<file path="src/logic/mem_consts.svh">
`ifndef MEM_CONSTS_SVH
`define MEM_CONSTS_SVH

// word address into the bank
`define MEM_ADDR_WIDTH 10

// data word carried by loads and stores
`define MEM_DATA_WIDTH 32

// queue entries
`define MEM_REQ_DEPTH 8
`define MEM_RSP_DEPTH 8

// issue width of the core
`define MEM_SLOTS 2

`endif

</file>
<file path="src/logic/mem_types_pkg.sv">
`include "mem_consts.svh"

package mem_types_pkg;

    // one bit, load is the zero value
    typedef enum logic {
        op_load  = 1'b0,
        op_store = 1'b1
    } mem_op_e;

    // request as held in the request queue
    typedef struct packed {
        mem_op_e                      op;
        logic [`MEM_ADDR_WIDTH - 1:0] addr;
        logic [`MEM_DATA_WIDTH - 1:0] data;
    } mem_req_t;

    // response word: loaded data or the echoed store data
    typedef struct packed {
        logic                         is_store;
        logic [`MEM_DATA_WIDTH - 1:0] data;
    } mem_rsp_t;

endpackage

</file>
<file path="src/logic/pipe_ctrl_pkg.sv">
`include "mem_consts.svh"

package pipe_ctrl_pkg;

    // slot 1 never moves without slot 0, so 2'b10 is illegal
    typedef enum logic [1:0] {
        mask_none  = 2'b00,
        mask_slot0 = 2'b01,
        mask_both  = 2'b11
    } slot_mask_e;

    // occupancy up to the larger queue depth, inclusive
    typedef logic [$clog2(((`MEM_REQ_DEPTH > `MEM_RSP_DEPTH) ? `MEM_REQ_DEPTH
                           : `MEM_RSP_DEPTH) + 1) - 1:0] queue_count_t;

    // number of slots a mask selects
    function automatic logic [1:0] mask_count(slot_mask_e mask);
        case (mask)
            mask_slot0: return 2'd1;
            mask_both:  return 2'd2;
            default:    return 2'd0;
        endcase
    endfunction

    // inverse of mask_count, anything above two saturates
    function automatic slot_mask_e count_to_mask(int unsigned n);
        if (n >= 2)
            return mask_both;
        else if (n == 1)
            return mask_slot0;
        else
            return mask_none;
    endfunction

endpackage

</file>
<file path="src/logic/addr_gen.sv">
`timescale 1ns/1ps
`include "mem_consts.svh"

module addr_gen (
    input  logic                                     clk,
    input  logic                                     rst,
    input  logic                                     stall,
    input  logic [`MEM_SLOTS - 1:0]                  issue_valid,
    input  mem_types_pkg::mem_op_e                   issue_op     [`MEM_SLOTS],
    input  logic [`MEM_DATA_WIDTH - 1:0]             issue_base   [`MEM_SLOTS],
    input  logic [`MEM_DATA_WIDTH - 1:0]             issue_offset [`MEM_SLOTS],
    input  logic [`MEM_DATA_WIDTH - 1:0]             issue_wdata  [`MEM_SLOTS],
    output pipe_ctrl_pkg::slot_mask_e                req_enq,
    output mem_types_pkg::mem_req_t                  req_entry    [`MEM_SLOTS]
);

    logic [`MEM_DATA_WIDTH - 1:0] eff_addr [`MEM_SLOTS];

    // full width sum, only the low bits reach the bank
    always_comb begin
        for (int s = 0; s < `MEM_SLOTS; s++) begin
            eff_addr[s] = issue_base[s] + issue_offset[s];
        end
    end

    // enqueue strobe for the next cycle
    always_ff @(posedge clk) begin
        if (rst) begin
            req_enq <= pipe_ctrl_pkg::mask_none;
        end else if (stall) begin
            req_enq <= pipe_ctrl_pkg::mask_none;
        end else begin
            req_enq <= pipe_ctrl_pkg::slot_mask_e'(issue_valid);
        end
    end

    // payload is captured every cycle, req_enq says which entries count
    always_ff @(posedge clk) begin
        for (int s = 0; s < `MEM_SLOTS; s++) begin
            req_entry[s].op   <= issue_op[s];
            req_entry[s].addr <= eff_addr[s][`MEM_ADDR_WIDTH - 1:0];
            req_entry[s].data <= issue_wdata[s];
        end
    end

    // program order: a lone slot 1 issue would jump ahead of nothing
    a_issue_order : assert property (
        @(posedge clk) disable iff (rst)
        !stall |-> issue_valid != 2'b10
    ) else $error("addr_gen: slot 1 issued without slot 0");

endmodule

</file>
<file path="config.mk">
export PLATFORM = sky130hd
export DESIGN_NAME = addr_gen
export DESIGN_NICKNAME = d
export VERILOG_FILES = /design/src/logic/mem_types_pkg.sv /design/src/logic/pipe_ctrl_pkg.sv /design/src/logic/addr_gen.sv
export VERILOG_INCLUDE_DIRS = /design/src /design/src/logic
export SDC_FILE = /design/constraint.sdc
export NUM_CORES = 1
export LEC_CHECK = 0
export CORE_AREA = 2 2 112 114
export DETAILED_ROUTE_END_ITERATION = 6
export DIE_AREA = 0 0 114 116
export DONT_BUFFER_PORTS = 1
export GPL_TIMING_DRIVEN = 0
export HOLD_SLACK_MARGIN = 0.1
export PLACE_DENSITY = 0.44
export REMOVE_ABC_BUFFERS = 1
export SLEW_MARGIN = 15
export SYNTH_ARGS = -nofsm -noshare
export SYNTH_HDL_FRONTEND = slang
export SYNTH_SLANG_ARGS = --single-unit
</file>
<file path="constraint.sdc">
create_clock -name clk -period 3.4 [get_ports clk]
set_clock_uncertainty 0.15 [all_clocks]
set_input_delay 0.34 -clock clk [delete_from_list [all_inputs] [get_ports clk]]
set_output_delay 0.34 -clock clk [all_outputs]
set_load 0.01 [all_outputs]
</file>
==> reports/qor.yml, run 1 <==
run_status:
  outcome: "finished clean"
detailed_routing:
  wl_per_cell_um: 14.2
  vias: 1672
  met3WireLength_um: 780
  wl_met1_um: 2370
  routed_wl_um: 6110
  drt_iter0_markers: 72
  firstDrtPassIters: 4
  highest_layer: "met5"
  drc_errors: 0
  wl_met2_um: 2840
  viasPerCell: 3.89
  ant_nets: 0
timing:
  hold_violations: 0
  maxSlewViolCount: 0
  rsz0062_at_grt: "no"
  tns_ns: 0
  fmax_mhz: 463
  period_minus_slack_ns: 2.16
  timing.slew.headroom: 0.733
  period_share: 0.635
  whs_ns: 0.117
  finalSetupViolCount: 0
  worst_pin_slew_ns: 0.396
clock_tree:
  post_cts_resized: 0
  cts-buffers-inserted: 9
  htree_levels: 3
  postCtsHoldBufs: 80
  cts_tree: "yes"
  post_cts_buffers: 0
  cts.clk_slew.worst_paths_ns: 0.07
  clock_sinks: 88
  root_buffer: "clkbuf_16"
  cts.path.max_buffers: 2
die:
  rows: 40
  fp.dieW_um: 114
  dieArea_um2: 13200
  pin_count: 287
  floorplan.initialDensity: 0.217
  design.core.area_um2: 11900
  die_h_um: 116
layout:
  area_growth_pct: 49.2
  final_cells: 430
  final_layout_size_suffix_gt1_frac: 0.0780
  nFillCells: 1173
  nNetsFinal: 496
grt:
  grt_pass1_vias: 1687
  grtUsageTotal: 0.0884
  antenna_found_initial: 2
  gr-total-overflow: 0
  grt_start_max_net_pins: 17
  grt_pass1_wl_um: 8560
logic_synthesis:
  async_reset_ff_frac: 0
  syn_inst: 186
  yosysWarnings: 0
  synth_cell_type_count: 26
  avgSynthCellArea_um2: 13.9
  yosys.area_share.simple: 0.0523
  synth_area_um2: 2580
  synthAdderAreaFrac: 0.103
  synth_top_area_frac: 0.682
  synth_top_cell_by_area: "dfxtp_1"
  synth_compound_area_frac: 0.0858
  ys_dominant_reg_cell: "dfxtp_1"
  synth-xor-area-share: 0.0610
  synth_edf_count: 0
  synth-seq-cells: 88
  synth_area_leaders: "dfxtp_1 68%, ha_1 8.7%, xnor2_1 5.4%"
  seq_area_frac_synth: 0.682
  synth_commonest_cells: "88 x dfxtp_1, 18 x ha_1, 16 x xnor2_1, 11 x inv_1, 9 x a21oi_1"
  yosysMostFrequentCell: "dfxtp_1"
  synthMuxAreaShare: 0
  synth_top_family_by_area: "adder cells"
setup_path:
  cp-end-kind: "flip-flop"
  max_stage_delay_ns: 0.54
  path_cells: "dlygate4sd3_1, ha_1, inv_1, fa_1, nor2b_1, o2111ai_1, nand3_1, o41ai_1, xnor2_1"
  crit_arrival_ns: 2.27
  crit_path_max_fanout: 2
  cp_data_required_time_ns: 3.51
  cp_slowest_cell: "dlygate4sd3_1"
  crit_type: "input port to flip-flop"
  cp_num_buf_inv: 2
  cp_top_family: "buffers and inverters"
  startpoint_type: "input port"
power_and_ir_drop:
  vdd_drop_max_mv: 0.185
  leakage_nw: 1.61
  p_total_w: 0.00235
  powerDensity_nw_per_um2: 610
hold_path:
  hold_class: "input port to flip-flop"
place:
  place_hpwl_um: 4430
  dp_cells: 333
  port_buffers: 0
  gp_congestion: 0.651
flow_run:
  drv_cap: 0
[metal layers]
metal	vias up	track usage
li1	810	-
met5	-	0
met2	136	0.137
met4	2	0.0439
met1	714	0.0959
met3	10	0.0539
[worst paths after layout]
check                         from                    end  slack, ns  cells after the start
setup / recovery  issue_offset[32]  req_entry[83]$_DFF_P_       1.24                      9
hold / removal      issue_base[40]  req_entry[83]$_DFF_P_       0.12                      2
[where the power goes]
group	leakage [nW]	total [W]	internal, W	switching, W
clock	0.135	0.000914	0.000506	0.000407
combinational	0.737	0.000225	0.000138	0.0000872
sequential	0.742	0.00121	0.00112	0.0000862
[logic make-up after synthesis]
logic type,count (synthesis)
buf+inv,11
flops,88
compound gates,26
fa+ha+maj,20
simple gates,23
xor+xnor,18
[final cells by class]
cell class / count / area [um2] / share of cell area
clock inverters: 6 / 53.8 / 0.0140
inverters: 11 / 41.3 / 0.0107
well taps: 147 / 184 / 0.0477
diodes: 1 / 2.50 / 0.000650
flip-flops and latches: 88 / 1760 / 0.457
multi-input cells: 87 / 779 / 0.202
repair buffers: 80 / 801 / 0.208
clock buffers: 10 / 229 / 0.0594
[registers in the layout (all words and copies together) (netlist names)]
register,count
req_entry,86
req_enq,2
[stage by stage]
stage | area (um2) | util | setup slack, ns
floorplan | 2580 | - | 1.52
global placement | 2770 | 0.232 | 1.34
detailed placement | 2770 | 0.232 | 1.35
CTS | 3850 | 0.323 | 1.22
global route | 3850 | 0.323 | 1.07
finish | 3850 | 0.323 | 1.24
[cells in the final DEF (no fill, tap or decap)]
cell / instances
inv_8: 1
nor3b_1: 2
and2_1: 1
o21bai_1: 2
a41o_1: 1
and2_2: 1
o41ai_2: 1
o41ai_1: 1
and3_1: 1
dfxtp_1: 88
nand3_1: 4
fa_1: 2
dlygate4sd3_1: 80
clkbuf_1: 1
inv_6: 1
inv_1: 11
diode_2: 1
o2111ai_1: 1
nor2b_1: 1
nor3_1: 2
ha_1: 18
a2111oi_4: 2
clkbuf_16: 9
xor2_1: 2
xnor2_1: 16
nor2_1: 7
clkinv_4: 3
o21a_1: 2
a21o_1: 5
and3_4: 3
o21ai_1: 2
a21oi_1: 9
clkinvlp_4: 1
nand2_1: 1
Note: power is estimated with default switching activity, not from simulation.
==> run 2, diff against run 1 <==
==> constraint.sdc (replaced) <==
create_clock -name clk -period 2.2 [get_ports clk]
set_clock_uncertainty 0.15 [all_clocks]
set_input_delay 0.22 -clock clk [delete_from_list [all_inputs] [get_ports clk]]
set_output_delay 0.22 -clock clk [all_outputs]
set_load 0.01 [all_outputs]
==> reports/qor.yml, run 2 <==
run_status:
  outcome: "did not finish"
  haltStage: "clock tree synthesis"
  error_line: "[ERROR RSZ-0060] Max buffer count reached."
die:
  pin_count: 287  # unchanged
  die_h_um: 116  # unchanged
  floorplan.initialDensity: 0.217  # unchanged
  rows: 40  # unchanged
  fp.dieW_um: 114  # unchanged
logic_synthesis:
  synth_area_um2: 2580  # unchanged
  synth_commonest_cells: "88 x dfxtp_1, 18 x ha_1, 16 x xnor2_1, 11 x inv_1, 9 x a21oi_1"
  yosysMostFrequentCell: "dfxtp_1"
  yosysWarnings: 0  # unchanged
  synth_top_cell_by_area: "dfxtp_1"
  ys_dominant_reg_cell: "dfxtp_1"
  avgSynthCellArea_um2: 13.9  # unchanged
  synth_top_area_frac: 0.682  # unchanged
  async_reset_ff_frac: 0  # unchanged
  synth_edf_count: 0  # unchanged
  synth_cell_type_count: 26  # unchanged
  synth-seq-cells: 88  # unchanged
  seq_area_frac_synth: 0.682  # unchanged
  syn_inst: 186  # unchanged
  synth_area_leaders: "dfxtp_1 68%, ha_1 8.7%, xnor2_1 5.4%"
clock_tree:
  post_cts_buffers: 0  # unchanged
  htree_levels: 3  # unchanged
  cts-buffers-inserted: 9  # unchanged
  post_cts_resized: 0  # unchanged
  postCtsHoldBufs: 102  # +28%
  cts.path.max_buffers: 2  # unchanged
  root_buffer: "clkbuf_16"
  clock_sinks: 88  # unchanged
place:
  gp_congestion: 0.651  # unchanged
  place_hpwl_um: 4430  # unchanged
  port_buffers: 0  # unchanged
==> run 2: cell counts after synthesis <==
No cell type changed its count.
==> run 2: logic make-up after synthesis <==
group           share of synthesized area
fa+ha+maj                           0.103
simple gates                       0.0523
flops                               0.682
buf+inv                            0.0160
xor+xnor                           0.0610
compound gates                     0.0858
==> run 2: per-stage QoR <==
| step | hold slack [ns] | std cells | worst slack, ns | instance area, um2 |
|---|---|---|---|---|
| detailed placement | 0.0978 | 333 | 0.268 | 2770 |
| floorplan | 0.0977 | 186 | 0.442 | 2580 |
| global placement | 0.0978 | 333 | 0.264 | 2770 |
==> run 3, diff against run 2 <==
--- a/config.mk
+++ b/config.mk
@@ -6,13 +6,12 @@
 export SDC_FILE = /design/constraint.sdc
 export NUM_CORES = 1
 export LEC_CHECK = 0
-export CORE_AREA = 2 2 112 114
+export CORE_AREA = 2 2 111 113
 export DETAILED_ROUTE_END_ITERATION = 6
-export DIE_AREA = 0 0 114 116
+export DIE_AREA = 0 0 113 115
 export DONT_BUFFER_PORTS = 1
 export GPL_TIMING_DRIVEN = 0
-export HOLD_SLACK_MARGIN = 0.1
-export PLACE_DENSITY = 0.44
+export PLACE_DENSITY_LB_ADDON = 0.15
 export REMOVE_ABC_BUFFERS = 1
 export SLEW_MARGIN = 15
 export SYNTH_ARGS = -nofsm -noshare
==> reports/qor.yml, run 3 (synthesis gave the netlist of run 1 again) <==
clock_tree:
  cts-buffers-inserted: 9  # unchanged
  cts_tree: "yes"
  post_cts_buffers: 0  # unchanged
  root_buffer: "clkbuf_16"
  cts.clk_slew.worst_paths_ns: 0.07
  htree_levels: 3  # unchanged
  cts.path.max_buffers: 2  # unchanged
  clock_sinks: 88  # unchanged
detailed_routing:
  drt_iter0_markers: 65
  viasPerCell: 3.87
  vias: 1668
  firstDrtPassIters: 6
  wl_per_cell_um: 14.9
  drc_errors: 20
  routed_wl_um: 6430
  ant_nets: 0
setup_path:
  cp_slowest_cell: "dlygate4sd3_1"
  crit_path_max_fanout: 2
  crit_arrival_ns: 2.14
  max_stage_delay_ns: 0.54
  crit_type: "input port to flip-flop"
  cp_top_family: "compound AO/OA/AOI/OAI gates"
  path_cells: "dlygate4sd3_1, ha_1, inv_1, fa_1, inv_1, a21o_1, a41o_1, o41ai_2, xnor2_1"
  cp_data_required_time_ns: 2.32
  crit_start: "issue_offset[0]"
  cp_num_buf_inv: 3
  startpoint_type: "input port"
  cpMostUsedCell: "inv_1"
  cp-end-kind: "flip-flop"
hold_path:
  hold_class: "input port to flip-flop"
  min-delay-start: "issue_offset[1]"
run_status:
  outcome: "finished with violations"
  violations: "design-rule violations"
die:
  pin_count: 287  # unchanged
  rows: 40  # unchanged
  floorplan.initialDensity: 0.219  # +0.00184
  design.core.area_um2: 11800
  die_h_um: 115  # -0.86%
  dieArea_um2: 13000
  fp.dieW_um: 113  # -0.88%
place:
  gp_congestion: 0.680  # +4.3%
  port_buffers: 0  # unchanged
timing:
  period_share: 0.919
  maxSlewViolCount: 0
  fmax_mhz: 495
  hold_violations: 0
  period_minus_slack_ns: 2.02
  rsz0062_at_grt: "no"
  finalSetupViolCount: 0
  worst_pin_slew_ns: 0.376
  tns_ns: 0
  timing.slew.headroom: 0.749
power_and_ir_drop:
  p_seq_frac: 0.506
  vdd_drop_max_mv: 0.289
  comb_power_share: 0.096
  clockPowerShare: 0.398
  leakage_nw: 1.64
  powerDensity_nw_per_um2: 953
  power.switching_w: 0.000953
  switching_share: 0.257
  intPower_w: 0.00276
layout:
  antenna_cells: 0
  area_growth_pct: 50.8
  reg.largest.list: "req_entry: 86 flops, req_enq: 2 flops"
  final_layout_size_suffix_gt1_frac: 0.0845
  largest_reg_flops: 86
  mostFrequentLayoutCells: "88 x dfxtp_1, 82 x dlygate4sd3_1, 18 x ha_1, 16 x xnor2_1, 11 x inv_1"
  top_register: "req_entry"
  final_util: 0.330
  final_common_cell: "dfxtp_1"
  nNetsFinal: 498
flow_run:
  drv_cap: 0
grt:
  grtUsageTotal: 0.0937
  grt_pass1_wl_um: 9030
  grt_start_max_net_pins: 19
  gr-total-overflow: 0
  grt_pass1_vias: 1659
  antenna_found_initial: 0
[run 3: path summary, 6_finish.rpt]
kind | to | slack (ns) | cells past startpoint
max | req_entry[40]$_DFF_P_ | 0.18 | 9
min | req_entry[33]$_DFF_P_ | 0.02 | 3
[run 3: through the flow]
stage,hold WS (ns),std cells,instance area [um2],setup WS (ns),total power (W)
floorplan,0.0977,186,2580,0.442,0.00208
global placement,0.0978,333,2770,0.235,0.00216
detailed placement,0.0978,333,2770,0.222,0.00216
CTS,0.00819,431,3890,0.116,0.00378
global route,0.0357,431,3890,0.0505,0.00391
finish,0.0228,431,3890,0.178,0.00371
[run 3: repair_timing]
action	4_1_cts	5_1_grt
resized for setup	0	1
endpoints found under the setup margin	0	1
endpoints found under the hold margin	74	0
hold buffers	82	0
[run 3: cell type report]
type | instances | area [um2]
multi-input cells | 87 | 787
flip-flops and latches | 88 | 1760
repair buffers | 82 | 821
inverters | 11 | 41.3
clock inverters | 7 | 75.1
clock buffers | 9 | 225
well taps | 147 | 184
fillers | 1180 | 7920
[run 3: power by group through the flow]
stage	logic (W)	clock network (W)	registers, W
finish	0.000358	0.00148	0.00188
global route	0.000402	0.00161	0.00189
CTS	0.000362	0.00154	0.00188
detailed placement	0.000238	0	0.00192
global placement	0.000236	0	0.00192
floorplan	0.000197	0	0.00188
[run 3: metal layers]
layer,vias to the layer above,share of wire,GRT usage
li1,812,-,-
met4,0,0.019,0.0431
met5,-,0,0
met1,727,0.35,0.0917
met3,10,0.12,0.0443
met2,119,0.52,0.168
==> run 4, diff against run 3 <==
==> constraint.sdc (replaced) <==
create_clock -name clk -period 2 [get_ports clk]
set_clock_uncertainty 0.15 [all_clocks]
set_input_delay 0.2 -clock clk [delete_from_list [all_inputs] [get_ports clk]]
set_output_delay 0.2 -clock clk [all_outputs]
set_load 0.01 [all_outputs]
==> reports/qor.yml, run 4 (synthesis gave the netlist of run 1 again) <==
detailed_routing:
  firstDrtPassIters: 6  # unchanged
  drc_errors: 20  # unchanged
  wl_per_cell_um: 14.9  # about the same
  drt_iter0_markers: 63  # -3.1%
  vias: 1661  # -0.42%
  viasPerCell: 3.86  # -0.19%
  routed_wl_um: 6420  # -0.19%
  ant_nets: 0  # unchanged
power_and_ir_drop:
  p_total_w: 0.00408  # +10%
  p_seq_frac: 0.506  # about the same
  intPower_w: 0.00303  # +9.9%
  switching_share: 0.257  # +0.000497
  vdd_drop_max_mv: 0.318  # +10%
  clockPowerShare: 0.399  # about the same
  power.switching_w: 0.00105  # +10%
  leakage_nw: 1.63  # -0.50%
  comb_power_share: 0.095  # about the same
  powerDensity_nw_per_um2: 1050  # +10%
setup_path:
  crit_arrival_ns: 1.94  # -0.20 ns
  max_stage_delay_ns: 0.54  # about the same
  crit_type: "input port to flip-flop"
  cp-end-kind: "flip-flop"
  cp_top_family: "compound AO/OA/AOI/OAI gates"
  startpoint_type: "input port"
  crit_path_max_fanout: 2  # unchanged
  cp_slowest_cell: "dlygate4sd3_1"
  cp_data_required_time_ns: 2.12  # -0.20 ns
  cpMostUsedCell: "inv_1"
  cp_num_buf_inv: 3  # unchanged
  path_cells: "dlygate4sd3_1, inv_1, fa_1, inv_1, a21o_1, a41o_1, o41ai_2, xnor2_1"
layout:
  final_common_cell: "dfxtp_1"
  final_cells: 430  # -0.23%
  top_register: "req_entry"
  reg.largest.list: "req_entry: 86 flops, req_enq: 2 flops"
  antenna_cells: 0  # unchanged
  mostFrequentLayoutCells: "88 x dfxtp_1, 81 x dlygate4sd3_1, 18 x ha_1, 16 x xnor2_1, 11 x inv_1"
  area_growth_pct: 50.1
  final_layout_size_suffix_gt1_frac: 0.0813  # -0.00323
  nNetsFinal: 497  # -0.20%
  largest_reg_flops: 86  # unchanged
place:
  gp_congestion: 0.680  # unchanged
  dp_cells: 333  # unchanged
  port_buffers: 0  # unchanged
flow_run:
  drv_cap: 0  # unchanged
clock_tree:
  post_cts_resized: 0  # unchanged
  clock_sinks: 88  # unchanged
  root_buffer: "clkbuf_16"
  cts.clk_slew.worst_paths_ns: 0.07  # about the same
  cts_tree: "yes"
  cts.path.max_buffers: 2  # unchanged
  cts-buffers-inserted: 9  # unchanged
  htree_levels: 3  # unchanged
die:
  rows: 40  # unchanged
  dieArea_um2: 13000  # unchanged
  pin_count: 287  # unchanged
  die_h_um: 115  # unchanged
  design.core.area_um2: 11800  # unchanged
  fp.dieW_um: 113  # unchanged
  floorplan.initialDensity: 0.219  # unchanged
run_status:
  violations: "design-rule violations"
  outcome: "finished with violations"
hold_path:
  hold_class: "input port to flip-flop"
grt:
  gr-total-overflow: 0  # unchanged
  grt_pass1_wl_um: 9040  # about the same
  grt_start_max_net_pins: 19  # unchanged
  antenna_found_initial: 0  # unchanged
  grtUsageTotal: 0.0937  # unchanged
  grt_pass1_vias: 1660  # +0.060%
timing:
  maxSlewViolCount: 0  # unchanged
  rsz0062_at_grt: "no"
  timing.slew.headroom: 0.676  # -0.0733
  fmax_mhz: 549
  period_share: 0.910
  finalSetupViolCount: 0  # unchanged
  tns_ns: 0  # unchanged
  period_minus_slack_ns: 1.82
  worst_pin_slew_ns: 0.479  # +0.104 ns
  whs_ns: 0.0144  # -0.00839 ns
  hold_violations: 0  # unchanged
[run 4: tightest hold or removal path: cells and delay by family]
kind | cells | cell delay (ns)
buffers and inverters | 2 | 0.09
adders and majority gates | 1 | 0.16
[run 4: final cells by class]
type                       instances  area [um2]
clock buffer                       9         225
inverter                          11        41.3
tap                              147         184
multi-input combinational         87         779
clock inverter                     7        75.1
timing repair buffer              81         811
sequential                        88        1760
fill                            1182        7930
[run 4: worst paths after layout]
kind                       startpoint                    end  slack (ns)  cells after the start
worst max-delay path  issue_offset[1]  req_entry[40]$_DFF_P_        0.18                      8
worst min-delay path    issue_base[1]  req_entry[33]$_DFF_P_        0.01                      3
[run 4: routing by layer]
metal  part of all wire  vias up  GRT usage  wire [um]
li1                   -      810          -          -
met1               0.35      722     0.0914       2220
met2               0.52      119      0.169       3330
met3               0.12       10     0.0443        747
met4              0.019        0     0.0431        123
met5                  0        -          0          0
[run 4: what timing repair did]
item | 4_1_cts | 5_1_grt
endpoints found under the hold margin | 75 | 0
hold buffers | 81 | 0
setup buffers | 0 | 0
[run 4: power groups by stage]
stage                     Clock, W  Combinational, W  Sequential, W
after detailed placement         0          0.000261        0.00211
final                      0.00163          0.000389        0.00207
after global routing       0.00177          0.000438        0.00208
after CTS                  0.00169          0.000396        0.00207
after global placement           0          0.000260        0.00211
after floorplan                  0          0.000216        0.00207
[run 4: metrics by stage]
stage | utilization | cell area, um2 | setup slack, ns
floorplan | - | 2580 | 0.262
global placement | 0.234 | 2770 | 0.0550
detailed placement | 0.234 | 2770 | 0.0418
CTS | 0.328 | 3880 | 0.129
global route | 0.328 | 3880 | 0.0634
finish | 0.328 | 3880 | 0.179
